--- config.mk ---
export PLATFORM = sky130hd
export DESIGN_NAME = query_delay_line
export DESIGN_NICKNAME = d
export VERILOG_FILES = /design/src/queue_status_pkg.sv /design/src/queue_entry_pkg.sv /design/src/query_delay_line.sv
export VERILOG_INCLUDE_DIRS = /design/src /design/src/include
export SDC_FILE = /design/constraint.sdc
export NUM_CORES = 1
export LEC_CHECK = 0
export BUFFER_PORTS_ARGS = -buffer_cell sky130_fd_sc_hd__buf_2
export CORE_MARGIN = 2
export CORE_UTILIZATION = 52
export DETAILED_ROUTE_END_ITERATION = 16
export PLACE_DENSITY = 0.78
export SLEW_MARGIN = 20
export SYNTH_ARGS = -nofsm -noshare
export SYNTH_HDL_FRONTEND = slang
export SYNTH_SLANG_ARGS = --single-unit
export TNS_END_PERCENT = 100
--- constraint.sdc ---
create_clock -name Clk_32UI -period 15.2 [get_ports Clk_32UI]
set_clock_uncertainty 0.05 [all_clocks]
set_input_delay 0 -clock Clk_32UI [delete_from_list [all_inputs] [get_ports Clk_32UI]]
set_output_delay 0 -clock Clk_32UI [all_outputs]
set_load 0.01 [all_outputs]
--- src/include/bwt_queue_cfg.svh ---
// sizing and field widths shared by the forward read queue blocks
`ifndef BWT_QUEUE_CFG_SVH
`define BWT_QUEUE_CFG_SVH

// ====================
// queue sizing
`define MAX_READ 64
`define READ_NUM_WIDTH 6
`define READ_QUEUE_DEPTH (2 * `MAX_READ)  // two slots per read in flight
`define READ_PTR_WIDTH 7
`define OCC_DEPTH `MAX_READ
`define OCC_PTR_WIDTH 6

// ====================
// item field widths
`define POS_WIDTH 7
`define STATUS_WIDTH 6
`define BASE_WIDTH 8
`define IK_WIDTH 64
`define IK_KEPT_WIDTH 33  // low bits of each interval word
`define INFO_SLICE_WIDTH 7
`define INFO_HI_LSB 32  // upper info slice sits at 38..32
`define CNT_WIDTH 32

`endif

--- src/queue_status_pkg.sv ---
// status codes of forward pipeline items and the stored-status test
`default_nettype none
`include "bwt_queue_cfg.svh"

package queue_status_pkg;

	localparam logic [`STATUS_WIDTH-1:0] F_INIT = 0;  // first round of a new read
	localparam logic [`STATUS_WIDTH-1:0] F_RUN = 1;  // waits on an occ response
	localparam logic [`STATUS_WIDTH-1:0] F_BREAK = 2;  // leaves without a response
	localparam logic [`STATUS_WIDTH-1:0] ST_BUBBLE = 6'b110000;

	// only real forward items enter the read queue
	function automatic logic is_stored_status(input logic [`STATUS_WIDTH-1:0] s);
		return (s == F_INIT) || (s == F_RUN) || (s == F_BREAK);
	endfunction

endpackage

`default_nettype wire

--- src/queue_entry_pkg.sv ---
// bit layout of one forward entry held in the read queue
`default_nettype none
`include "bwt_queue_cfg.svh"

package queue_entry_pkg;

	// ====================
	// field offsets, lowest field first
	localparam int OFS_STATUS = 0;
	localparam int OFS_BACKWARD_X = OFS_STATUS + `STATUS_WIDTH;
	localparam int OFS_QUERY = OFS_BACKWARD_X + `POS_WIDTH;
	localparam int OFS_MIN_INTV = OFS_QUERY + `BASE_WIDTH;
	localparam int OFS_FORWARD_I = OFS_MIN_INTV + `POS_WIDTH;
	localparam int OFS_INFO_LO = OFS_FORWARD_I + `POS_WIDTH;
	localparam int OFS_INFO_HI = OFS_INFO_LO + `INFO_SLICE_WIDTH;
	localparam int OFS_IK_X2 = OFS_INFO_HI + `INFO_SLICE_WIDTH;
	localparam int OFS_IK_X1 = OFS_IK_X2 + `IK_KEPT_WIDTH;
	localparam int OFS_IK_X0 = OFS_IK_X1 + `IK_KEPT_WIDTH;
	localparam int OFS_READ_NUM = OFS_IK_X0 + `IK_KEPT_WIDTH;
	localparam int OFS_PTR_CURR = OFS_READ_NUM + `READ_NUM_WIDTH;

	// 161 bits in total
	localparam int ENTRY_WIDTH = OFS_PTR_CURR + `POS_WIDTH;

endpackage

`default_nettype wire

--- src/query_delay_line.sv ---
// stall-gated delay line that waits for the query base and packs queue entries
`timescale 1ns/1ps
`default_nettype none
`include "bwt_queue_cfg.svh"

module query_delay_line
	import queue_entry_pkg::*;
	import queue_status_pkg::*;
(
	input wire Clk_32UI,
	input wire stall,
	input wire [`STATUS_WIDTH-1:0] status,
	input wire [`POS_WIDTH-1:0] ptr_curr,
	input wire [`READ_NUM_WIDTH-1:0] read_num,
	input wire [`IK_WIDTH-1:0] ik_x0,
	input wire [`IK_WIDTH-1:0] ik_x1,
	input wire [`IK_WIDTH-1:0] ik_x2,
	input wire [`IK_WIDTH-1:0] ik_info,
	input wire [`POS_WIDTH-1:0] forward_i,
	input wire [`POS_WIDTH-1:0] min_intv,
	input wire [`POS_WIDTH-1:0] backward_x,
	input wire [`BASE_WIDTH-1:0] new_read_query_2Queue,
	output logic [ENTRY_WIDTH-1:0] entry,
	output wire entry_write
);

	localparam int STAGE_WIDTH = `STATUS_WIDTH + `READ_NUM_WIDTH + 4 * `IK_WIDTH
		+ 4 * `POS_WIDTH;

	logic [STAGE_WIDTH-1:0] in_word;
	logic [STAGE_WIDTH-1:0] stage [3];  // three cycles for the read RAM

	// stage 2 fields
	logic [`STATUS_WIDTH-1:0] s2_status;
	logic [`POS_WIDTH-1:0] s2_ptr_curr, s2_forward_i, s2_min_intv, s2_backward_x;
	logic [`READ_NUM_WIDTH-1:0] s2_read_num;
	logic [`IK_WIDTH-1:0] s2_ik_x0, s2_ik_x1, s2_ik_x2, s2_ik_info;

	assign in_word = {status, ptr_curr, read_num, ik_x0, ik_x1, ik_x2, ik_info,
		forward_i, min_intv, backward_x};

	always_ff @(posedge Clk_32UI) begin
		if (!stall) begin
			stage[0] <= in_word;
			stage[1] <= stage[0];
			stage[2] <= stage[1];
		end
	end

	assign {s2_status, s2_ptr_curr, s2_read_num, s2_ik_x0, s2_ik_x1, s2_ik_x2, s2_ik_info,
		s2_forward_i, s2_min_intv, s2_backward_x} = stage[2];

	// ====================
	// packing register, query base lands here
	always_ff @(posedge Clk_32UI) begin
		if (!stall) begin
			entry[OFS_STATUS +: `STATUS_WIDTH] <= s2_status;
			entry[OFS_BACKWARD_X +: `POS_WIDTH] <= s2_backward_x;
			entry[OFS_QUERY +: `BASE_WIDTH] <= new_read_query_2Queue;
			entry[OFS_MIN_INTV +: `POS_WIDTH] <= s2_min_intv;
			entry[OFS_FORWARD_I +: `POS_WIDTH] <= s2_forward_i;
			entry[OFS_INFO_LO +: `INFO_SLICE_WIDTH] <= s2_ik_info[0 +: `INFO_SLICE_WIDTH];
			entry[OFS_INFO_HI +: `INFO_SLICE_WIDTH] <= s2_ik_info[`INFO_HI_LSB +: `INFO_SLICE_WIDTH];
			entry[OFS_IK_X2 +: `IK_KEPT_WIDTH] <= s2_ik_x2[`IK_KEPT_WIDTH-1:0];
			entry[OFS_IK_X1 +: `IK_KEPT_WIDTH] <= s2_ik_x1[`IK_KEPT_WIDTH-1:0];
			entry[OFS_IK_X0 +: `IK_KEPT_WIDTH] <= s2_ik_x0[`IK_KEPT_WIDTH-1:0];
			entry[OFS_READ_NUM +: `READ_NUM_WIDTH] <= s2_read_num;
			entry[OFS_PTR_CURR +: `POS_WIDTH] <= s2_ptr_curr;
		end
	end

	// bubbles never reach the queue
	assign entry_write = is_stored_status(entry[OFS_STATUS +: `STATUS_WIDTH]) && !stall;

endmodule

`default_nettype wire

---- After elaboration in Yosys (flattened, before gate mapping) ----
Memory sizes are Yosys's and may differ from the RTL's. A register that Yosys moved wholly into a read port is not among the register bits.
Cells that the tools add are included.
storage, ports and cells
  logic and storage cells ................. 11
  input port bits ......................... 306
  bits in writable memories ............... 888
  flip-flop bits (word level) ............. 161
  memories kept ........................... 1
memory list
  memory  depth  bits a word  read ports  clocked after memory_dff  write ports  line                    text
  stage   3      296          3           1                         3            query_delay_line.sv:31  logic [STAGE_WIDTH-1:0] stage [3];
operators by class
  equality and inequality tests ........... 2
  reductions and logical operators ........ 6
  multiplexer cells ....................... 1
operators with widths
  operator            number
  $eq 6x1->1 const B  1
  $eq 6x2->1 const B  1
  $logic_not 6->1     1
  $logic_not 1->1     2
  $logic_or 1x1->1    2
  $logic_and 1x1->1   1
  $mux 1              1

---- Logic depth before layout (Yosys ltp) ----
  word-level depth ........................ 4
  depth in mapped cells ................... 2
  depth with buffers taken out ............ 2

---- Least setup slack after synthesis ----
OpenSTA, ideal clock, no wires.
  path type ............................... in2reg
  start ................................... input port stall
  end ..................................... register entry[0], read port of stage (enable)
  data arrival time ....................... 11.922 ns
  slack ................................... 2.267 ns
  path buffers ............................ 0
  cell stages on the path ................. 1
  cells stage by stage .................... inv_1
between the ends
  longest elaborated chain between the ends .. 1
ends and longest elaborated chain
  item                              line                    text
  start, declared                   query_delay_line.sv:11  input wire stall,
  $logic_not 1->1 (no source line)  n/a
  end, declared                     query_delay_line.sv:23  output logic [ENTRY_WIDTH-1:0] entry,
Every way passes these cells.
A chain may end at the register's enable or synchronous reset.

==> qor.csv <==
metric,value,unit
status,completed,
gr-total-overflow,0,
min_to,stage[0][5]$_DFFE_PN_,
p_per_area,147.6,nW/µm²
fin_util,68.97,%
r2r_slack,14.46,ns
reg2reg_from,stage[2][95]$_DFFE_PN_,
dp_hpwl,16870,µm
seqPwrFrac,56.8,%
ys_warn_count,0,
drive_above_1_share,34.10,%
drt-total-wl,30750,µm
cts_hold_buf,161,
cts_buffer_depth,3,
crit_type,input pin to flip-flop,
cts_inserted_buffers,57,
grt_pass1_wl,46440,µm
hold_depth,2,
max_stage_delay,0.79,ns
cts_max_level,2,
synth_cell_types,4,
row_count,69,
fmaxAchievable,386.1,MHz
path_buf_inv,4,
avgSynthCellArea,29.92,µm²
critPathMaxFanout,198,
drc,0,
place_congestion,0.7191,
cp-end-kind,flip-flop,
drt-wirelength-per-cell,18.31,µm
clkTransAtPathRegs,0.07,ns
power.switching,683.7,µW
initial_utilization,52.67,%
drv_slew,0,
numPortBuffers,324,
holdWs,0.05458,ns
final_cells,1679,
clkPwrFrac,39.6,%
grt_usage,16.43,%
io_pins,468,
ys_seq_area_share,99.87,%
worst_pin_slew,1.069,ns
p_total,3.604,mW
vias_per_cell,4.672,
internal_power,2.921,mW
finalHoldViolations,0,
power_leakage,8.967,nW
drt_iter0_drc,541,
final_cell_mix,"edfxtp_1 (620), buf_2 (324), dlygate4sd3_1 (161)",
arrival,2.75,ns
rsz0062_at_grt,no,
setup.worst_path.start_class,input pin,
ant_nets,0,
antenna_found_initial,4,
combPwrFrac,3.6,%
synth_seq_cells,620,
cts.sinks,620,
grt_pass1_vias,8219,
r2r-end,entry[59]$_DFFE_PN_,
dieArea,37380,µm²
syn_to_final_growth,30.95,%
min_from,backward_x[5],
setup_viol,0,
sw_frac_of_total,18.97,%
placed_cells,1411,
path_delay_family,buffers and inverters,
ir_drop,0.0001527,V
n_fill_cell,2095,
syn_nets,929,
cts_tree,built,
fp.dieW,193.3,µm
layout.nets,1476,
synthCells,623,
r2r_cells,0,
drtPass1Iterations,5,
cts_setup_buffers,0,
layout_commonest_cell,edfxtp_1,
cp_slowest_cell,buf_12,
drv_cap,0,
cp.required,15.36,ns
crit_chain,buf_2 -> inv_8 -> buf_12 -> buf_12,
clock-root-buffer,clkbuf_16,
cts_resized,0,
fin_crit,2.590,ns
hold_path_class,input pin to flip-flop,
setup_tns,0,ns
fp.coreArea,35400,µm²
route.vias.total,7844,
crit_top_cell,buf_12,
fp.dieH,193.3,µm
fin_crit_sh,17.04,%
syn_area,18640,µm²
grt_max_degree,199,
slew_headroom,28.76,%
clk_latency,0.60,ns
==> registers in the layout, summed over array words and instances (netlist names) <==
| register | count |
|---|---|
| entry | 161 |
| stage | 459 |
==> power groups by stage <==
stage / clock network (mW) / logic [mW] / registers (mW)
5_1_grt: 1.53 / 0.139 / 2.06
2_1_floorplan: 0 / 0.0225 / 2.13
3_5_place_dp: 0 / 0.0953 / 2.08
6_report: 1.43 / 0.129 / 2.05
3_3_place_gp: 0 / 0.0929 / 2.07
4_1_cts: 1.46 / 0.130 / 2.05
==> area by class of cell <==
type	count	area (µm²)	area share, %
Clock buffer	71	1521	6.232
Timing Repair Buffer	488	3281	13.44
Sequential cell	620	18620	76.26
Tap cell	461	576.8	2.363
Inverter	1	11.26	0.04613
Multi-Input combinational cell	2	21.27	0.08713
Clock inverter	32	372.9	1.527
Antenna cell	4	10.01	0.04100
==> kinds of logic (layout without fill, tap and decap cells) <==
| group | Yosys count | count (layout) | share of synthesized area [%] |
|---|---|---|---|
| flops | 620 | 620 | 99.87 |
| other cells | 0 | 4 | 0 |
| buf+inv | 1 | 592 | 0.02011 |
| simple gates | 1 | 1 | 0.06710 |
| compound gates | 1 | 1 | 0.04699 |
==> cells in the mapped netlist (all sizes together) <==
master | instances | share of area, %
nor4 | 1 | 0.067
edfxtp | 620 | 100
a211o | 1 | 0.047
inv | 1 | 0.020
==> per-layer routing <==
layer  wire length, µm  vias to the layer above  part of all wire (%)  GRT usage (%)
met3              2828                       83                   9.2          5.840
met5                13                        -                 0.042              0
li1                  -                     3661                     -              -
met2             14860                      319                    48          26.20
met1             11920                     3779                    39          20.31
met4              1124                        2                   3.7          7.718
==> through the flow <==
| step | instance area, µm² | worst slack (ns) |
|---|---|---|
| global placement | 20900 | 12.24 |
| global route | 24410 | 12.46 |
| detailed placement | 20900 | 12.17 |
| floorplan | 18640 | 2.267 |
| CTS | 24400 | 12.82 |
| finish | 24410 | 12.61 |
==> worst max-delay path by stage <==
| stage | start | endpoint | slack, ns | cells after the start |
|---|---|---|---|---|
| final | stall | stage[2][23]$_DFFE_PN_ | 12.61 | 4 |
| after global routing | stall | stage[0][100]$_DFFE_PN_ | 12.46 | 4 |
| after CTS | stall | stage[1][88]$_DFFE_PN_ | 12.82 | 4 |
| after detailed placement | stall | stage[0][100]$_DFFE_PN_ | 12.17 | 4 |
| after global placement | stall | stage[0][100]$_DFFE_PN_ | 12.24 | 4 |
| after floorplan | stall | entry[0]$_DFFE_PN_ | 2.27 | 1 |
Power figures use the tool's default switching activity.
