File: src/include/bwt_queue_cfg.svh
// sizing and field widths shared by the forward read queue blocks
`ifndef BWT_QUEUE_CFG_SVH
`define BWT_QUEUE_CFG_SVH

// ====================
// queue sizing
`define MAX_READ 64
`define READ_NUM_WIDTH 6
`define READ_QUEUE_DEPTH (2 * `MAX_READ)  // two slots per read in flight
`define READ_PTR_WIDTH 7
`define OCC_DEPTH `MAX_READ
`define OCC_PTR_WIDTH 6

// ====================
// item field widths
`define POS_WIDTH 7
`define STATUS_WIDTH 6
`define BASE_WIDTH 8
`define IK_WIDTH 64
`define IK_KEPT_WIDTH 33  // low bits of each interval word
`define INFO_SLICE_WIDTH 7
`define INFO_HI_LSB 32  // upper info slice sits at 38..32
`define CNT_WIDTH 32

`endif

File: src/queue_status_pkg.sv
// status codes of forward pipeline items and the stored-status test
`default_nettype none
`include "bwt_queue_cfg.svh"

package queue_status_pkg;

	localparam logic [`STATUS_WIDTH-1:0] F_INIT = 0;  // first round of a new read
	localparam logic [`STATUS_WIDTH-1:0] F_RUN = 1;  // waits on an occ response
	localparam logic [`STATUS_WIDTH-1:0] F_BREAK = 2;  // leaves without a response
	localparam logic [`STATUS_WIDTH-1:0] ST_BUBBLE = 6'b110000;

	// only real forward items enter the read queue
	function automatic logic is_stored_status(input logic [`STATUS_WIDTH-1:0] s);
		return (s == F_INIT) || (s == F_RUN) || (s == F_BREAK);
	endfunction

endpackage

`default_nettype wire

File: src/queue_entry_pkg.sv
// bit layout of one forward entry held in the read queue
`default_nettype none
`include "bwt_queue_cfg.svh"

package queue_entry_pkg;

	// ====================
	// field offsets, lowest field first
	localparam int OFS_STATUS = 0;
	localparam int OFS_BACKWARD_X = OFS_STATUS + `STATUS_WIDTH;
	localparam int OFS_QUERY = OFS_BACKWARD_X + `POS_WIDTH;
	localparam int OFS_MIN_INTV = OFS_QUERY + `BASE_WIDTH;
	localparam int OFS_FORWARD_I = OFS_MIN_INTV + `POS_WIDTH;
	localparam int OFS_INFO_LO = OFS_FORWARD_I + `POS_WIDTH;
	localparam int OFS_INFO_HI = OFS_INFO_LO + `INFO_SLICE_WIDTH;
	localparam int OFS_IK_X2 = OFS_INFO_HI + `INFO_SLICE_WIDTH;
	localparam int OFS_IK_X1 = OFS_IK_X2 + `IK_KEPT_WIDTH;
	localparam int OFS_IK_X0 = OFS_IK_X1 + `IK_KEPT_WIDTH;
	localparam int OFS_READ_NUM = OFS_IK_X0 + `IK_KEPT_WIDTH;
	localparam int OFS_PTR_CURR = OFS_READ_NUM + `READ_NUM_WIDTH;

	// 161 bits in total
	localparam int ENTRY_WIDTH = OFS_PTR_CURR + `POS_WIDTH;

endpackage

`default_nettype wire

File: src/queue_dispatch.sv
// pop arbiter choosing break, paired, new read or bubble for the forward outputs
`timescale 1ns/1ps
`default_nettype none
`include "bwt_queue_cfg.svh"

module queue_dispatch
	import queue_entry_pkg::*;
	import queue_status_pkg::*;
(
	input wire Clk_32UI,
	input wire reset_n,
	input wire stall,
	input wire [ENTRY_WIDTH-1:0] head_entry,
	input wire head_valid,
	input wire occ_valid,
	input wire new_read_valid,
	input wire [`READ_NUM_WIDTH-1:0] new_read_num,
	input wire [`IK_WIDTH-1:0] new_ik_x0,
	input wire [`IK_WIDTH-1:0] new_ik_x1,
	input wire [`IK_WIDTH-1:0] new_ik_x2,
	input wire [`IK_WIDTH-1:0] new_ik_info,
	input wire [`POS_WIDTH-1:0] new_forward_i,
	input wire [`POS_WIDTH-1:0] new_min_intv,
	output wire pop,
	output wire occ_pop,
	output wire new_read,
	output logic [`STATUS_WIDTH-1:0] status_out,
	output logic [`POS_WIDTH-1:0] ptr_curr_out,
	output logic [`READ_NUM_WIDTH-1:0] read_num_out,
	output wire [`IK_WIDTH-1:0] ik_x0_out,
	output wire [`IK_WIDTH-1:0] ik_x1_out,
	output wire [`IK_WIDTH-1:0] ik_x2_out,
	output wire [`IK_WIDTH-1:0] ik_info_out,
	output logic [`POS_WIDTH-1:0] forward_i_out,
	output logic [`POS_WIDTH-1:0] min_intv_out,
	output logic [`POS_WIDTH-1:0] backward_x_out,
	output logic [`BASE_WIDTH-1:0] query_out
);

	logic [`STATUS_WIDTH-1:0] head_status;
	logic take_break;
	logic take_pair;
	logic take_new;

	// kept bits of the interval words
	logic [`IK_KEPT_WIDTH-1:0] ik_x0_kept, ik_x1_kept, ik_x2_kept;
	logic [`INFO_SLICE_WIDTH-1:0] info_hi_kept, info_lo_kept;

	// ====================
	// decision in priority order
	assign head_status = head_entry[OFS_STATUS +: `STATUS_WIDTH];
	assign take_break = head_valid && (head_status == F_BREAK);
	assign take_pair = head_valid && occ_valid
		&& ((head_status == F_RUN) || (head_status == F_INIT));
	assign take_new = !occ_valid && new_read_valid;  // a waiting response blocks new reads

	assign pop = !stall && (take_break || take_pair);
	assign occ_pop = !stall && !take_break && take_pair;
	assign new_read = reset_n && !stall && !take_break && !take_pair && take_new;

	always_ff @(posedge Clk_32UI) begin
		if (!reset_n) begin
			status_out <= ST_BUBBLE;
		end else if (pop) begin
			status_out <= head_status;
		end else if (new_read) begin
			status_out <= F_INIT;
		end else if (!stall) begin
			status_out <= ST_BUBBLE;  // nothing to send
		end
	end

	// ====================
	// payload held on bubbles
	always_ff @(posedge Clk_32UI) begin
		if (pop) begin
			ptr_curr_out <= head_entry[OFS_PTR_CURR +: `POS_WIDTH];
			read_num_out <= head_entry[OFS_READ_NUM +: `READ_NUM_WIDTH];
			ik_x0_kept <= head_entry[OFS_IK_X0 +: `IK_KEPT_WIDTH];
			ik_x1_kept <= head_entry[OFS_IK_X1 +: `IK_KEPT_WIDTH];
			ik_x2_kept <= head_entry[OFS_IK_X2 +: `IK_KEPT_WIDTH];
			info_hi_kept <= head_entry[OFS_INFO_HI +: `INFO_SLICE_WIDTH];
			info_lo_kept <= head_entry[OFS_INFO_LO +: `INFO_SLICE_WIDTH];
			forward_i_out <= head_entry[OFS_FORWARD_I +: `POS_WIDTH];
			min_intv_out <= head_entry[OFS_MIN_INTV +: `POS_WIDTH];
			backward_x_out <= head_entry[OFS_BACKWARD_X +: `POS_WIDTH];
			query_out <= head_entry[OFS_QUERY +: `BASE_WIDTH];
		end else if (new_read) begin
			ptr_curr_out <= '0;
			read_num_out <= new_read_num;
			ik_x0_kept <= new_ik_x0[`IK_KEPT_WIDTH-1:0];
			ik_x1_kept <= new_ik_x1[`IK_KEPT_WIDTH-1:0];
			ik_x2_kept <= new_ik_x2[`IK_KEPT_WIDTH-1:0];
			info_hi_kept <= new_ik_info[`INFO_HI_LSB +: `INFO_SLICE_WIDTH];
			info_lo_kept <= new_ik_info[0 +: `INFO_SLICE_WIDTH];
			forward_i_out <= new_forward_i + 1'b1;
			min_intv_out <= new_min_intv;
			backward_x_out <= new_forward_i;
			query_out <= '0;  // first round has no query base
		end
	end

	// unkept bits stay zero
	assign ik_x0_out = {{(`IK_WIDTH - `IK_KEPT_WIDTH){1'b0}}, ik_x0_kept};
	assign ik_x1_out = {{(`IK_WIDTH - `IK_KEPT_WIDTH){1'b0}}, ik_x1_kept};
	assign ik_x2_out = {{(`IK_WIDTH - `IK_KEPT_WIDTH){1'b0}}, ik_x2_kept};
	assign ik_info_out = {{(`IK_WIDTH - `INFO_HI_LSB - `INFO_SLICE_WIDTH){1'b0}}, info_hi_kept,
		{(`INFO_HI_LSB - `INFO_SLICE_WIDTH){1'b0}}, info_lo_kept};

endmodule

`default_nettype wire

File: config.mk
export PLATFORM = sky130hd
export DESIGN_NAME = queue_dispatch
export DESIGN_NICKNAME = d
export VERILOG_FILES = /design/src/queue_status_pkg.sv /design/src/queue_entry_pkg.sv /design/src/queue_dispatch.sv
export VERILOG_INCLUDE_DIRS = /design/src /design/src/include
export SDC_FILE = /design/constraint.sdc
export NUM_CORES = 1
export LEC_CHECK = 0
export BUFFER_PORTS_ARGS = -buffer_cell sky130_fd_sc_hd__buf_4
export CAP_MARGIN = 20
export CORE_AREA = 4 4 290 292
export CTS_BUF_LIST = sky130_fd_sc_hd__clkbuf_16
export DETAILED_ROUTE_END_ITERATION = 10
export DIE_AREA = 0 0 294 296
export PLACE_DENSITY_LB_ADDON = 0.12
export SLEW_MARGIN = 10
export SYNTH_ARGS = -nofsm -noshare
export SYNTH_HDL_FRONTEND = slang
export SYNTH_SLANG_ARGS = --single-unit
File: constraint.sdc
create_clock -name Clk_32UI -period 4.99 [get_ports Clk_32UI]
set_clock_uncertainty 0.1 [all_clocks]
set_input_delay 0 -clock Clk_32UI [delete_from_list [all_inputs] [get_ports Clk_32UI]]
set_output_delay 0 -clock Clk_32UI [all_outputs]
set_load 0.005 [all_outputs]
# Yosys cells after proc, flatten, opt, wreduce, memory -nomap -nowiden
# Cells that the tools add are included.
word_totals:
  register_bits: 161
  latch_bits: 0
  ram_bits: 0
  romBits: 0
  input_bits: 443
  output_inout_bits: 307
  elab_cells: 60
  n_memories: 0
op_classes:
  add_sub_neg: 1
  multipliers: 0
  n_div: 0
  order_cmp: 0
  eq_ne: 3
  n_shift: 0
  mux: 25
  n_bitwise: 0
  n_reduce_logical: 19
ops:
  columns: ["cell", "n"]
  rows:
  - ["$mux W33", 6]
  - ["$mux W7", 12]
  - ["$mux W6", 5]
  - ["$mux W8", 2]
  - ["$logic_and A1 B1 Y1", 11]
  - ["$add A7 B1 Y7 const B", 1]
  - ["$eq A6 B1 Y1 const B", 1]
  - ["$eq A6 B2 Y1 const B", 1]
  - ["$logic_not A6 Y1", 1]
  - ["$logic_not A1 Y1", 4]
  - ["$ne A3 B1 Y1 const B", 1]
  - ["$logic_or A1 B1 Y1", 2]
  - ["$reduce_bool A2 Y1", 1]

# Logic depth before layout (Yosys ltp)
# Gate-level depths: netlist of the first run.
logic_depth:
  word_depth: 8
  ltp_mapped: 7
  depth_no_buf: 5

# Least setup slack after synthesis of the first run
# No wires, ideal clock.
synth_path:
  path_kind: "in2reg"
  from: "input head_entry[5]"
  to: "register backward_x_out[0] (enable)"
  setup_time_ps: 521
  t_arrival_ps: 4700
  required_time_ps: 4369
  setup_slack_ps: -331
  path_stages: 6
  path_buffers: 3
  path_cell_list: "or4_4 > a2111o_1 > buf_2 > buf_6 > buf_6 > nand2_1"
synth_between:
  elab_chain_len: 7
  elab_cells_between_ends: 14
  classes_between: "eq/ne (2); reduce/logical (12)"
synth_rtl:
  columns: ["item", "line", "rtl"]
  rows:
  - ["start: declaration", "queue_dispatch.sv:13", "input wire [ENTRY_WIDTH-1:0] head_entry,"]
  - ["$eq A6 B2 Y1, or another cell as far along", "queue_dispatch.sv:52", "assign take_break = head_valid && (head_status == F_BREAK);"]
  - ["$logic_and A1 B1 Y1 / $logic_or A1 B1 Y1 (equally long branches)", "queue_dispatch.sv:52, queue_dispatch.sv:54", null]
  - ["$logic_not A1 Y1 / $logic_and A1 B1 Y1 (equally long branches)", "queue_dispatch.sv:59, queue_dispatch.sv:54", null]
  - ["$logic_and A1 B1 Y1 / $logic_not A1 Y1 (equally long branches)", "queue_dispatch.sv:59", "assign new_read = reset_n && !stall && !take_break && !take_pair && take_new;"]
  - ["$logic_and A1 B1 Y1 (2 in series)", "queue_dispatch.sv:59", null]
  - ["$reduce_bool A2 Y1 (no line) *", null, null]
  - ["end signal: assignment", "queue_dispatch.sv:86", "backward_x_out <= head_entry[OFS_BACKWARD_X +: `POS_WIDTH];"]
  - ["end signal: assignment", "queue_dispatch.sv:98", "backward_x_out <= new_forward_i;"]
  - ["end: declaration", "queue_dispatch.sv:36", "output logic [`POS_WIDTH-1:0] backward_x_out,"]
# Every way passes the cells marked *; elsewhere a longest branch is shown, timed or not.
# A chain may end at the register's enable or synchronous reset.

# Final worst setup path of the first run
layout_path:
  from: "input head_entry[1]"
  to: "register info_hi_kept[5] (data pin)"
layout_between:
  elab_chain_len: 6
  elab_cells_between_ends: 9
  classes_between: "eq/ne (2); mux (1); reduce/logical (6)"
layout_rtl:
  columns: ["item", "line", "rtl"]
  rows:
  - ["$eq A6 B1 Y1 / $logic_not A6 Y1 (equally long branches)", "queue_dispatch.sv:54", "&& ((head_status == F_RUN) || (head_status == F_INIT));"]
  - ["$logic_or A1 B1 Y1", "queue_dispatch.sv:54", null]
  - ["$logic_and A1 B1 Y1", "queue_dispatch.sv:54", null]
  - ["$logic_or A1 B1 Y1 *", "queue_dispatch.sv:57", "assign pop = !stall && (take_break || take_pair);"]
  - ["$logic_and A1 B1 Y1 *", "queue_dispatch.sv:57", null]
  - ["$mux W7 *", "queue_dispatch.sv:76", "if (pop) begin"]
  - ["end signal: assignment", "queue_dispatch.sv:82", "info_hi_kept <= head_entry[OFS_INFO_HI +: `INFO_SLICE_WIDTH];"]
  - ["end signal: assignment", "queue_dispatch.sv:94", "info_hi_kept <= new_ik_info[`INFO_HI_LSB +: `INFO_SLICE_WIDTH];"]
  - ["end: declaration", "queue_dispatch.sv:47", "logic [`INFO_SLICE_WIDTH-1:0] info_hi_kept, info_lo_kept;"]
# Marked as above.

==> metrics, run 1 <==
status=complete, no violations; largest net degree at the start of global routing=100; worst path required time=5.24 ns; vias per inst=between 2 and 3; Rows=~110; adder-cell area share of the yosys netlist=0.00157; DR vias=roughly 7800; worst path arrival time=around 3.4 ns; CTS tree=done; reg2reg setup slack=roughly 3.6 ns; Synth Area in XOR/XNOR=0.00550; critical path endpoint category=flop; Clock H-tree levels=4; routed wire length=between 30000 and 40000 microns; Clk Tree Root Cell=clkbuf_16; worst slack at placement=between 2 and 2.5 ns; fin nets=2006; drt pass-1 iters=4; Max-Cap Viols=0; post-route antenna net violation count=0; clock latency on the worst-skew pair=between 0.4 and 0.5 ns; DP Wirelength=approximately 27000 microns; Seq/Total Area, Yosys=0.600; WP buf/inv=5; # fillers=roughly 9000; Synth Area in Simple Gates=0.220; first-pass GRT wire length=about 50000 microns; most frequent cells in the layout=469 x buf_4, 412 x nand2_1, 303 x dlygate4sd3_1, 155 x edfxtp_1, 143 x conb_1; Least-Margin Pin Slew=0.964 ns; HP Class=in -> reg; Clock transition at path regs=about 0.08 ns; Die Wd=294 microns; Fin. Hold Viols=0; Final Cycle Share=0.625; Hold Slack=0.192 ns; mux contribution to synthesized area=0; r2r endpoint=status_out[0]; RSZ-0062 raised after global routing=no; setup TNS=0 ns; slowest library cell on the worst path=a2111o_2; WHS Path Cells=4; max incr delay on CP=0.62 ns; CTS buffer count=17; final setup vio count=0; reg2reg path depth=4; Post-Syn Instances=803; Period minus WS final=a little over 3 ns; WS Path Type=in -> reg; main combinational cell family by area after synthesis=simple AND/OR/NAND/NOR gates; Rel. slew slack=0.357; initial antenna violation count=1; CP endpoint=info_hi_kept[5]; post-CTS sizing=0; Max VDD drop=229 uV; Placed Cells incl. Taps=roughly 2300; post-synth cell types=28; Total Routing Usage GR=0.0782; synthesized area=between 0.007 and 0.008 sq mm; final non-filler cell total=2646; Die H=a little under 300 microns; Startpoint Class=primary input; register area=0.00477 sq mm; Util after Layout=0.193; CP Launch Point=head_entry[1]; worst-path cell chain=dlygate4sd3_1 > buf_4 > nand2b_1 > a2111o_2 > inv_6 > buf_12 > nand2_1 > nand2_1 > dlygate4sd3_1; Initial Util=0.0975; clock sinks=around 160; Worst path depth=9; Final Worst Setup Slack=1.87 ns; 1st-iter DRT viols=between 200 and 250; PwrDens=~230 mW/mm^2; Routability Congestion=between 0.7 and 0.8; Synth Area in Compound Gates=0.00975; Max Transition Viols Final=0; syn avg cell area=between 9 and 10 sq um; die area=0.0870 sq mm; GRT overflow=0; P_leak=roughly 7.0 nW; crit-path max FO=99; Area growth syn-to-layout=98.0%; Core ar.=approximately 0.082 sq mm; synthesized flop and latch total=161; layout cell share with drive strength beyond 1=0.321; Routed WL per cell=between 10 and 15 microns; # IOs=750; family with the most delay on the worst path=buffers and inverters; Fmax=roughly 320 MHz; Residual DRC=0; I/O Buffers=roughly 460; most common cell after layout, fill and taps aside=buf_4; Yosys Warn Count=0; clk buf depth=2; r2r startpoint=status_out[0]; vias in the first global route=between 7000 and 8000; area of the multi-input gates=0.00244 sq mm
==> state kept, by name, indices dropped and copies added, names as in the netlist <==
name,count
backward_x_out,7
ptr_curr_out,7
query_out,8
ik_x2_kept,33
ik_x0_kept,33
min_intv_out,7
info_lo_kept,7
status_out,6
ik_x1_kept,33
forward_i_out,7
info_hi_kept,7
read_num_out,6
==> report_power, final <==
part | switching, mW | leakage, nW | internal, mW
Combinational | 0.200 | 5.26 | 0.390
Clock | 0.681 | 0.294 | 0.754
Sequential | 0.0132 | 1.43 | 1.53
==> metal layers <==
layer / up-vias / share of wire / routed length [microns] / track usage
met5: - / 0 / 0 / 0
met4: 0 / 0.013 / 464 / 0.0291
met3: 24 / 0.087 / 3110 / 0.0297
met2: 344 / 0.52 / 18500 / 0.141
met1: 3565 / 0.38 / 13700 / 0.0835
li1: 3820 / - / - / -
==> logic make-up after synthesis <==
| logic type | Yosys count |
|---|---|
| AND/OR/NAND/NOR | 446 |
| buffers and inverters | 178 |
| XOR/XNOR | 5 |
| flip-flops | 161 |
| adder cells (fa/ha/maj) | 1 |
| other | 1 |
| AO/OA/AOI/OAI | 11 |
==> metrics by stage <==
step	power, mW	instance area [sq um]
after detailed placement	1.98	12100
after CTS	3.69	15800
after global placement	1.98	12100
after floorplan	1.76	8490
after global routing	3.76	15800
final	3.57	15800
==> worst min-delay path, stage by stage <==
cell and delay, ns:
buf_4 0.07, nand2_1 0.03, nand2_1 0.05, dlygate4sd3_1 0.53
==> cell usage after synthesis, drive strengths merged <==
cell      n  area share
a2111o    1      0.0014
a211oi    1     0.00094
a21boi    1     0.00094
a311o     1      0.0013
and2     16       0.013
and3      3      0.0024
buf     164        0.16
clkbuf   12      0.0057
conb      1     0.00047
dfxtp     6       0.015
edfxtp  155        0.59
ha        1      0.0016
inv       2     0.00094
nand2   413        0.19
nand2b    3      0.0024
nand3     5      0.0031
nand3b    1     0.00094
nor2      3      0.0014
nor4      1     0.00079
o21a      1     0.00094
o21ai     5      0.0031
o41ai     1      0.0011
or4       1      0.0014
xnor2     3      0.0033
xor2      2      0.0022
==> final cells by class <==
class                      count  area share
multi-input combinational    606       0.155
timing repair buffer         774       0.419
tap                         1070      0.0850
antenna                        1    0.000159
clock inverter                15      0.0108
inverter                       2    0.000794
sequential                   161       0.303
clock buffer                  17      0.0270
==> what timing repair did <==
action	in CTS	in global routing
hold buffers	303	0
setup buffers	0	0
endpoints found under the hold margin	161	0
==> worst min-delay path by stage <==
stage / start / to / slack [ns]
4_1_cts: head_entry[36] / info_lo_kept[1] / 0.14
2_1_floorplan: reset_n / status_out[4] / -0.03
5_1_grt: new_ik_x1[23] / ik_x1_kept[23] / 0.17
3_5_place_dp: head_entry[122] / ik_x0_kept[7] / 0.16
3_3_place_gp: reset_n / status_out[5] / 0.16
6_report: new_ik_info[34] / info_hi_kept[2] / 0.19
No activity file was read; power rests on OpenSTA's default activity.
==> run 2, diff against run 1 <==
--- a/config.mk
+++ b/config.mk
@@ -6,12 +6,13 @@
 export SDC_FILE = /design/constraint.sdc
 export NUM_CORES = 1
 export LEC_CHECK = 0
+export ABC_AREA = 1
 export BUFFER_PORTS_ARGS = -buffer_cell sky130_fd_sc_hd__buf_4
 export CAP_MARGIN = 20
-export CORE_AREA = 4 4 290 292
+export CORE_AREA = 4 4 292 294
 export CTS_BUF_LIST = sky130_fd_sc_hd__clkbuf_16
 export DETAILED_ROUTE_END_ITERATION = 10
-export DIE_AREA = 0 0 294 296
+export DIE_AREA = 0 0 296 298
 export PLACE_DENSITY_LB_ADDON = 0.12
 export SLEW_MARGIN = 10
 export SYNTH_ARGS = -nofsm -noshare
==> constraint.sdc (replaced) <==
create_clock -name Clk_32UI -period 2.9 [get_ports Clk_32UI]
set_clock_uncertainty 0.1 [all_clocks]
set_input_delay 0 -clock Clk_32UI [delete_from_list [all_inputs] [get_ports Clk_32UI]]
set_output_delay 0 -clock Clk_32UI [all_outputs]
set_load 0.005 [all_outputs]
==> run 2 against run 1 <==
  * Die area up 1.4%
  * Synthesized area up 0.93%
  * Sequential share of layout area down 0.37 points
  * Clock power up 66%
  * Core utilization down 0.072 points
  * Critical endpoint is now info_lo_kept[6]
  * Largest power group unchanged
==> metrics, run 2 <==
status=complete, no violations; CP most frequent cell=nand2_1; area of the multi-input gates=~0.0024 sq mm; worst-path cell chain=dlygate4sd3_1 > buf_4 > inv_2 > nand3_1 > nand2_1 > nand2_8 > inv_6 > buf_12 > nand2_1 > nand2_1 > dlygate4sd3_1; Initial Util=0.0969; routed wire length=roughly 38000 microns; Hold Slack=0.0402 ns; Clock power frac=0.390; max incr delay on CP=0.58 ns; clock sinks=about 160; Max-Cap Viols=0; Residual DRC=0; family with the most delay on the worst path=buffers and inverters; most common cell after layout, fill and taps aside=buf_4; syn avg cell area=around 9.5 sq um; Area growth syn-to-layout=98.6%; Routed WL per cell=around 14 microns; DR vias=8019; WS Path Type=in -> reg; vias in the first global route=8264; worst path arrival time=about 2.7 ns; Final Worst Setup Slack=between 0.4 and 0.5 ns; Clock transition at path regs=roughly 0.08 ns; Period minus WS final=2.49 ns; post-CTS sizing=0; HP Class=in -> reg; Die H=between 200 and 300 microns; worst path required time=3.13 ns; final non-filler cell total=about 2700; cell taking the most area after synthesis=edfxtp_1; 1st-iter DRT viols=239; top cells by area, synth=edfxtp_1 58%, nand2_1 20%, buf_4 14%; Rows=106; worst slack at placement=0.692 ns; GRT overflow=0; Seq/Total Area, Yosys=0.595; critical path endpoint category=flop; crit-path max FO=39; Clock H-tree levels=4; RSZ-0062 raised after global routing=no; Post-Syn Instances=842; Clk Tree Root Cell=clkbuf_16; most common cell in the netlist=nand2_1; slowest library cell on the worst path=dlygate4sd3_1; Min-Delay Endpoint=forward_i_out[5]; Fin. Hold Viols=0; Post-synth EDFFs=155; Placed Cells incl. Taps=2370; Combinational Power Share=0.173; Post-synth ARST share=0; Total Routing Usage GR=0.0816; Die Wd=~300 microns; PwrDens=382 mW/mm^2; Cell Int Power=~4.5 mW; Core ar.=a little over 0.08 sq mm; commonest cells in the netlist=432 x nand2_1, 155 x edfxtp_1, 145 x buf_4; CTS buffer count=17; Fmax=between 400 and 500 MHz; most frequent cells in the layout=475 x buf_4, 431 x nand2_1, 302 x dlygate4sd3_1, 155 x edfxtp_1, 143 x conb_1; CTS tree=done; # fillers=a little over 9000; top flop regs=ik_x0_kept (33), ik_x1_kept (33), ik_x2_kept (33); # IOs=750; hold path start=new_forward_i[5]; post-route antenna net violation count=0; post-synth cell types=20; first-pass GRT wire length=around 52000 microns; Yosys Warn Count=0; initial antenna violation count=2; fin nets=roughly 2100; DP Wirelength=around 28000 microns; r2r startpoint=status_out[0]; r2r endpoint=status_out[0]; vias per inst=between 2 and 3; Least-Margin Pin Slew=a little under 0.8 ns; clk buf depth=2; P_leak=7.21 nW; synthesized flop and latch total=approximately 160; Util after Layout=0.192; Final Cycle Share=0.857; reg2reg path depth=3; WHS Path Cells=6; Seq pwr share=0.437; Startpoint Class=primary input; ys flop type=edfxtp_1; Rel. slew slack=0.477; clock latency on the worst-skew pair=roughly 0.48 ns; WP buf/inv=6; largest net degree at the start of global routing=76; final setup vio count=0; Post-CTS Setup Repair Bufs=0; Net Sw Frac=0.267; I/O Buffers=approximately 460; register area=approximately 0.0048 sq mm; Psw=~1.6 mW; synthesized area=about 0.0080 sq mm; die area=approximately 0.088 sq mm; Max Transition Viols Final=0; layout cell share with drive strength beyond 1=0.319; setup TNS=0 ns; reg2reg setup slack=1.64 ns; top cell type's share of synthesized area=0.580; Routability Congestion=around 0.72; drt pass-1 iters=4; Max VDD drop=386 uV
run 2: how the worst max path moves through the flow:
| stage | startpoint | endpoint | slack [ns] | depth (start not counted) |
|---|---|---|---|---|
| 4_1_cts | head_entry[1] | backward_x_out[3] | 0.34 | 11 |
| 5_1_grt | head_entry[1] | backward_x_out[3] | 0.24 | 11 |
| 6_report | head_entry[1] | info_lo_kept[6] | 0.41 | 11 |
| 3_5_place_dp | head_entry[5] | backward_x_out[3] | 0.69 | 9 |
| 3_3_place_gp | head_entry[3] | info_lo_kept[6] | 0.70 | 9 |
| 2_1_floorplan | head_entry[3] | backward_x_out[0] | 0.59 | 7 |
run 2: timing repair:
item                       CTS  global route
hold endpoints to repair   161             0
setup endpoints to repair    0             0
hold buffers               302             0
run 2: cell families after synthesis:
family | count (synthesis) | share of synthesized area
buffers and inverters | 204 | 0.175
XOR/XNOR | 3 | 0.00327
AND/OR/NAND/NOR | 467 | 0.221
adder cells (fa/ha/maj) | 1 | 0.00156
AO/OA/AOI/OAI | 5 | 0.00312
flip-flops | 161 | 0.595
other | 1 | 0.000467
run 2: metal layers:
| metal | vias up | GRT usage | wire length [microns] |
|---|---|---|---|
| met3 | 29 | 0.0338 | 4050 |
| met5 | - | 0 | 0 |
| met4 | 0 | 0.0256 | 575 |
| met1 | 3663 | 0.0908 | 15000 |
| li1 | 3914 | - | - |
| met2 | 413 | 0.141 | 18000 |
run 2: worst min-delay path: stages:
cell,delay (ns)
buf_4,0.12
inv_1,0.04
nand2_1,0.05
nand3_1,0.09
buf_4,0.17
nand2_1,0.05
run 2: power by group through the flow:
| stage | Combinational (mW) | Sequential [mW] | Clock, mW |
|---|---|---|---|
| global route | 1.16 | 2.67 | 2.61 |
| detailed placement | 0.735 | 2.72 | 0 |
| CTS | 1.07 | 2.67 | 2.55 |
| finish | 1.06 | 2.66 | 2.37 |
| global placement | 0.739 | 2.72 | 0 |
| floorplan | 0.316 | 2.73 | 0 |
run 2: through the flow:
stage                     total power [mW]  instance area (sq um)
final                                 6.09                  15900
after global routing                  6.44                  15900
after CTS                             6.28                  15900
after detailed placement              3.45                  12400
after global placement                3.46                  12400
after floorplan                       3.04                   8570
run 2: layout make-up:
type	count	share of cell area
diodes	1	0.000157
clock buffers	17	0.0267
clock inverters	14	0.00918
inverters	28	0.00690
multi-input cells	619	0.151
flip-flops and latches	161	0.299
well taps	1080	0.0847
repair buffers	784	0.422
==> run 3, diff against run 2 <==
--- a/config.mk
+++ b/config.mk
@@ -9,10 +9,11 @@
 export ABC_AREA = 1
 export BUFFER_PORTS_ARGS = -buffer_cell sky130_fd_sc_hd__buf_4
 export CAP_MARGIN = 20
-export CORE_AREA = 4 4 292 294
+export CORE_AREA = 4 4 288 290
 export CTS_BUF_LIST = sky130_fd_sc_hd__clkbuf_16
 export DETAILED_ROUTE_END_ITERATION = 10
-export DIE_AREA = 0 0 296 298
+export DIE_AREA = 0 0 292 294
+export MAX_ROUTING_LAYER = met4
 export PLACE_DENSITY_LB_ADDON = 0.12
 export SLEW_MARGIN = 10
 export SYNTH_ARGS = -nofsm -noshare
==> run 3 against run 2 <==
  * Combinational power about the same
  * Design area grew 0.45%
  * Critical path depth fell by 1
  * Register-to-register slack better by 0.08 ns
  * Count of clock-buffer cells in the layout unchanged
  * Sequential share of layout area fell by 0.13 points
  * Sequential power about the same
  * Total power up 4.4%
  * Global-route usage increased by 0.54 points
  * Via count down 0.49%
  * Highest routed layer unchanged
==> metrics, run 3 (synthesized netlist as in run 2, its figures left out) <==
largest net degree at the start of global routing=62; CTS buffer count=17; DR vias=7980; Core ar.=0.0803 sq mm; routed wire length=37700 microns; first-pass GRT wire length=52800 microns; slowest library cell on the worst path=buf_4; worst path arrival time=approximately 2.7 ns; Max-Cap Viols=0; Pwr Total=between 6 and 7 mW; layout cell share with drive strength beyond 1=0.321; HP Class=in -> reg; P_leak=roughly 7.3 nW; Initial Util=0.100; clock sinks=between 150 and 200; Routability Congestion=roughly 0.77; PwrDens=397 mW/mm^2; Rows=between 100 and 150; crit-path max FO=61; Startpoint Class=primary input; global routing met1 resource utilization=0.0976; most frequent cells in the layout=478 x buf_4, 431 x nand2_1, 301 x dlygate4sd3_1, 155 x edfxtp_1, 143 x conb_1; GRT overflow=0; final non-filler cell total=~2700; most common cell after layout, fill and taps aside=buf_4; vias per inst=approximately 3; GR peak layer=met2; worst path required time=roughly 3.2 ns; Routed WL per cell=around 14 microns; Net Sw Frac=0.246; # IOs=between 700 and 800; initial antenna violation count=2; Residual DRC=0; Clock H-tree levels=4; Total Routing Usage GR=0.0870; Seq pwr share=0.419; max incr delay on CP=~0.55 ns; Die Wd=a little under 300 microns; Rel. slew slack=0.512; final setup vio count=0; post-CTS sizing=0; Combinational Power Share=0.166; clk buf depth=2; Psw=approximately 1.6 mW; critical path endpoint category=flop; CTS tree=done; Final Cycle Share=0.833; Max VDD drop=just over 400 uV; RSZ-0062 raised after global routing=no; Global Route met3 Usage=0.0316; worst slack at placement=between 0.7 and 0.8 ns; Max Transition Viols Final=0; drt pass-1 iters=6; DP Wirelength=28400 microns; Clock transition at path regs=approximately 0.080 ns; reg2reg path depth=3; Clk Tree Root Cell=clkbuf_16; WHS Path Cells=4; worst-path cell chain=dlygate4sd3_1 > buf_4 > inv_2 > nand3_1 > nand2_1 > nand2_8 > buf_4 > nand2_1 > nand2_1 > dlygate4sd3_1; Fmax=~410 MHz; Hold Slack=about 0.09 ns; Clock power frac=0.415; Area growth syn-to-layout=99.5%; post-route antenna net violation count=0; Cell Int Power=roughly 4.8 mW; Final Worst Setup Slack=between 0.4 and 0.5 ns; fin nets=roughly 2100; setup TNS=0 ns; # fillers=approximately 9000; Placed Cells incl. Taps=2353; Least-Margin Pin Slew=approximately 0.73 ns; 1st-iter DRT viols=243; vias in the first global route=8218; status=complete, no violations; top flop regs=ik_x0_kept (33), ik_x1_kept (33), ik_x2_kept (33); clock latency on the worst-skew pair=about 0.48 ns; Post-CTS Hold Buffers=approximately 300; r2r endpoint=status_out[3]; reg2reg setup slack=approximately 1.7 ns; Fin. Hold Viols=0; Min-Delay Endpoint=forward_i_out[3]; die area=between 0.08 and 0.09 sq mm; CP most frequent cell=nand2_1; I/O Buffers=463; WS Path Type=in -> reg; Post-CTS Setup Repair Bufs=0; r2r startpoint=status_out[3]; grt met2 use=0.145; hold path start=new_forward_i[3]; CP Launch Point=head_entry[1]; Die H=294 microns; Period minus WS final=between 2 and 2.5 ns
## run 3: power groups by stage
stage | logic [mW] | registers (mW) | clock network [mW]
after floorplan | 0.316 | 2.73 | 0
after global placement | 0.742 | 2.72 | 0
after detailed placement | 0.737 | 2.72 | 0
after CTS | 1.07 | 2.67 | 2.82
after global routing | 1.16 | 2.67 | 2.91
final | 1.05 | 2.66 | 2.64
## run 3: through the flow
stage / utilization / instance area, sq um
finish: 0.200 / 16000
global route: 0.199 / 16000
CTS: 0.199 / 16000
detailed placement: 0.154 / 12300
global placement: 0.154 / 12300
floorplan: - / 8570
## run 3: area by class of cell
| cell class | count | area (sq um) | area share |
|---|---|---|---|
| multi-input cells | 619 | 2410 | 0.150 |
| repair buffers | 786 | 6740 | 0.421 |
| clock buffers | 17 | 425 | 0.0266 |
| flip-flops and latches | 161 | 4770 | 0.298 |
| inverters | 28 | 110 | 0.00687 |
| well taps | 1060 | 1330 | 0.0828 |
| clock inverters | 14 | 225 | 0.0141 |
| diodes | 3 | 7.51 | 0.000469 |
## run 3: critical path, delay by kind of cell
family                 cells  cell delay [ns]
buffers and inverters      5             1.76
and+or+nand+nor            5             0.88
## run 3: layer usage
| metal | part of all wire | vias to the layer above |
|---|---|---|
| met5 | 0 | - |
| met4 | 0.014 | 0 |
| met3 | 0.089 | 28 |
| met2 | 0.49 | 401 |
| met1 | 0.41 | 3626 |
| li1 | - | 3925 |
## run 3: worst max path at each step
stage                                   end  slack, ns  depth (start not counted)
after floorplan           backward_x_out[0]       0.59                          7
after global placement    backward_x_out[2]       0.74                          7
after detailed placement  backward_x_out[1]       0.72                          7
after CTS                 backward_x_out[6]       0.42                         10
after global routing          ik_x0_kept[1]       0.30                          9
final                     backward_x_out[6]       0.48                         10
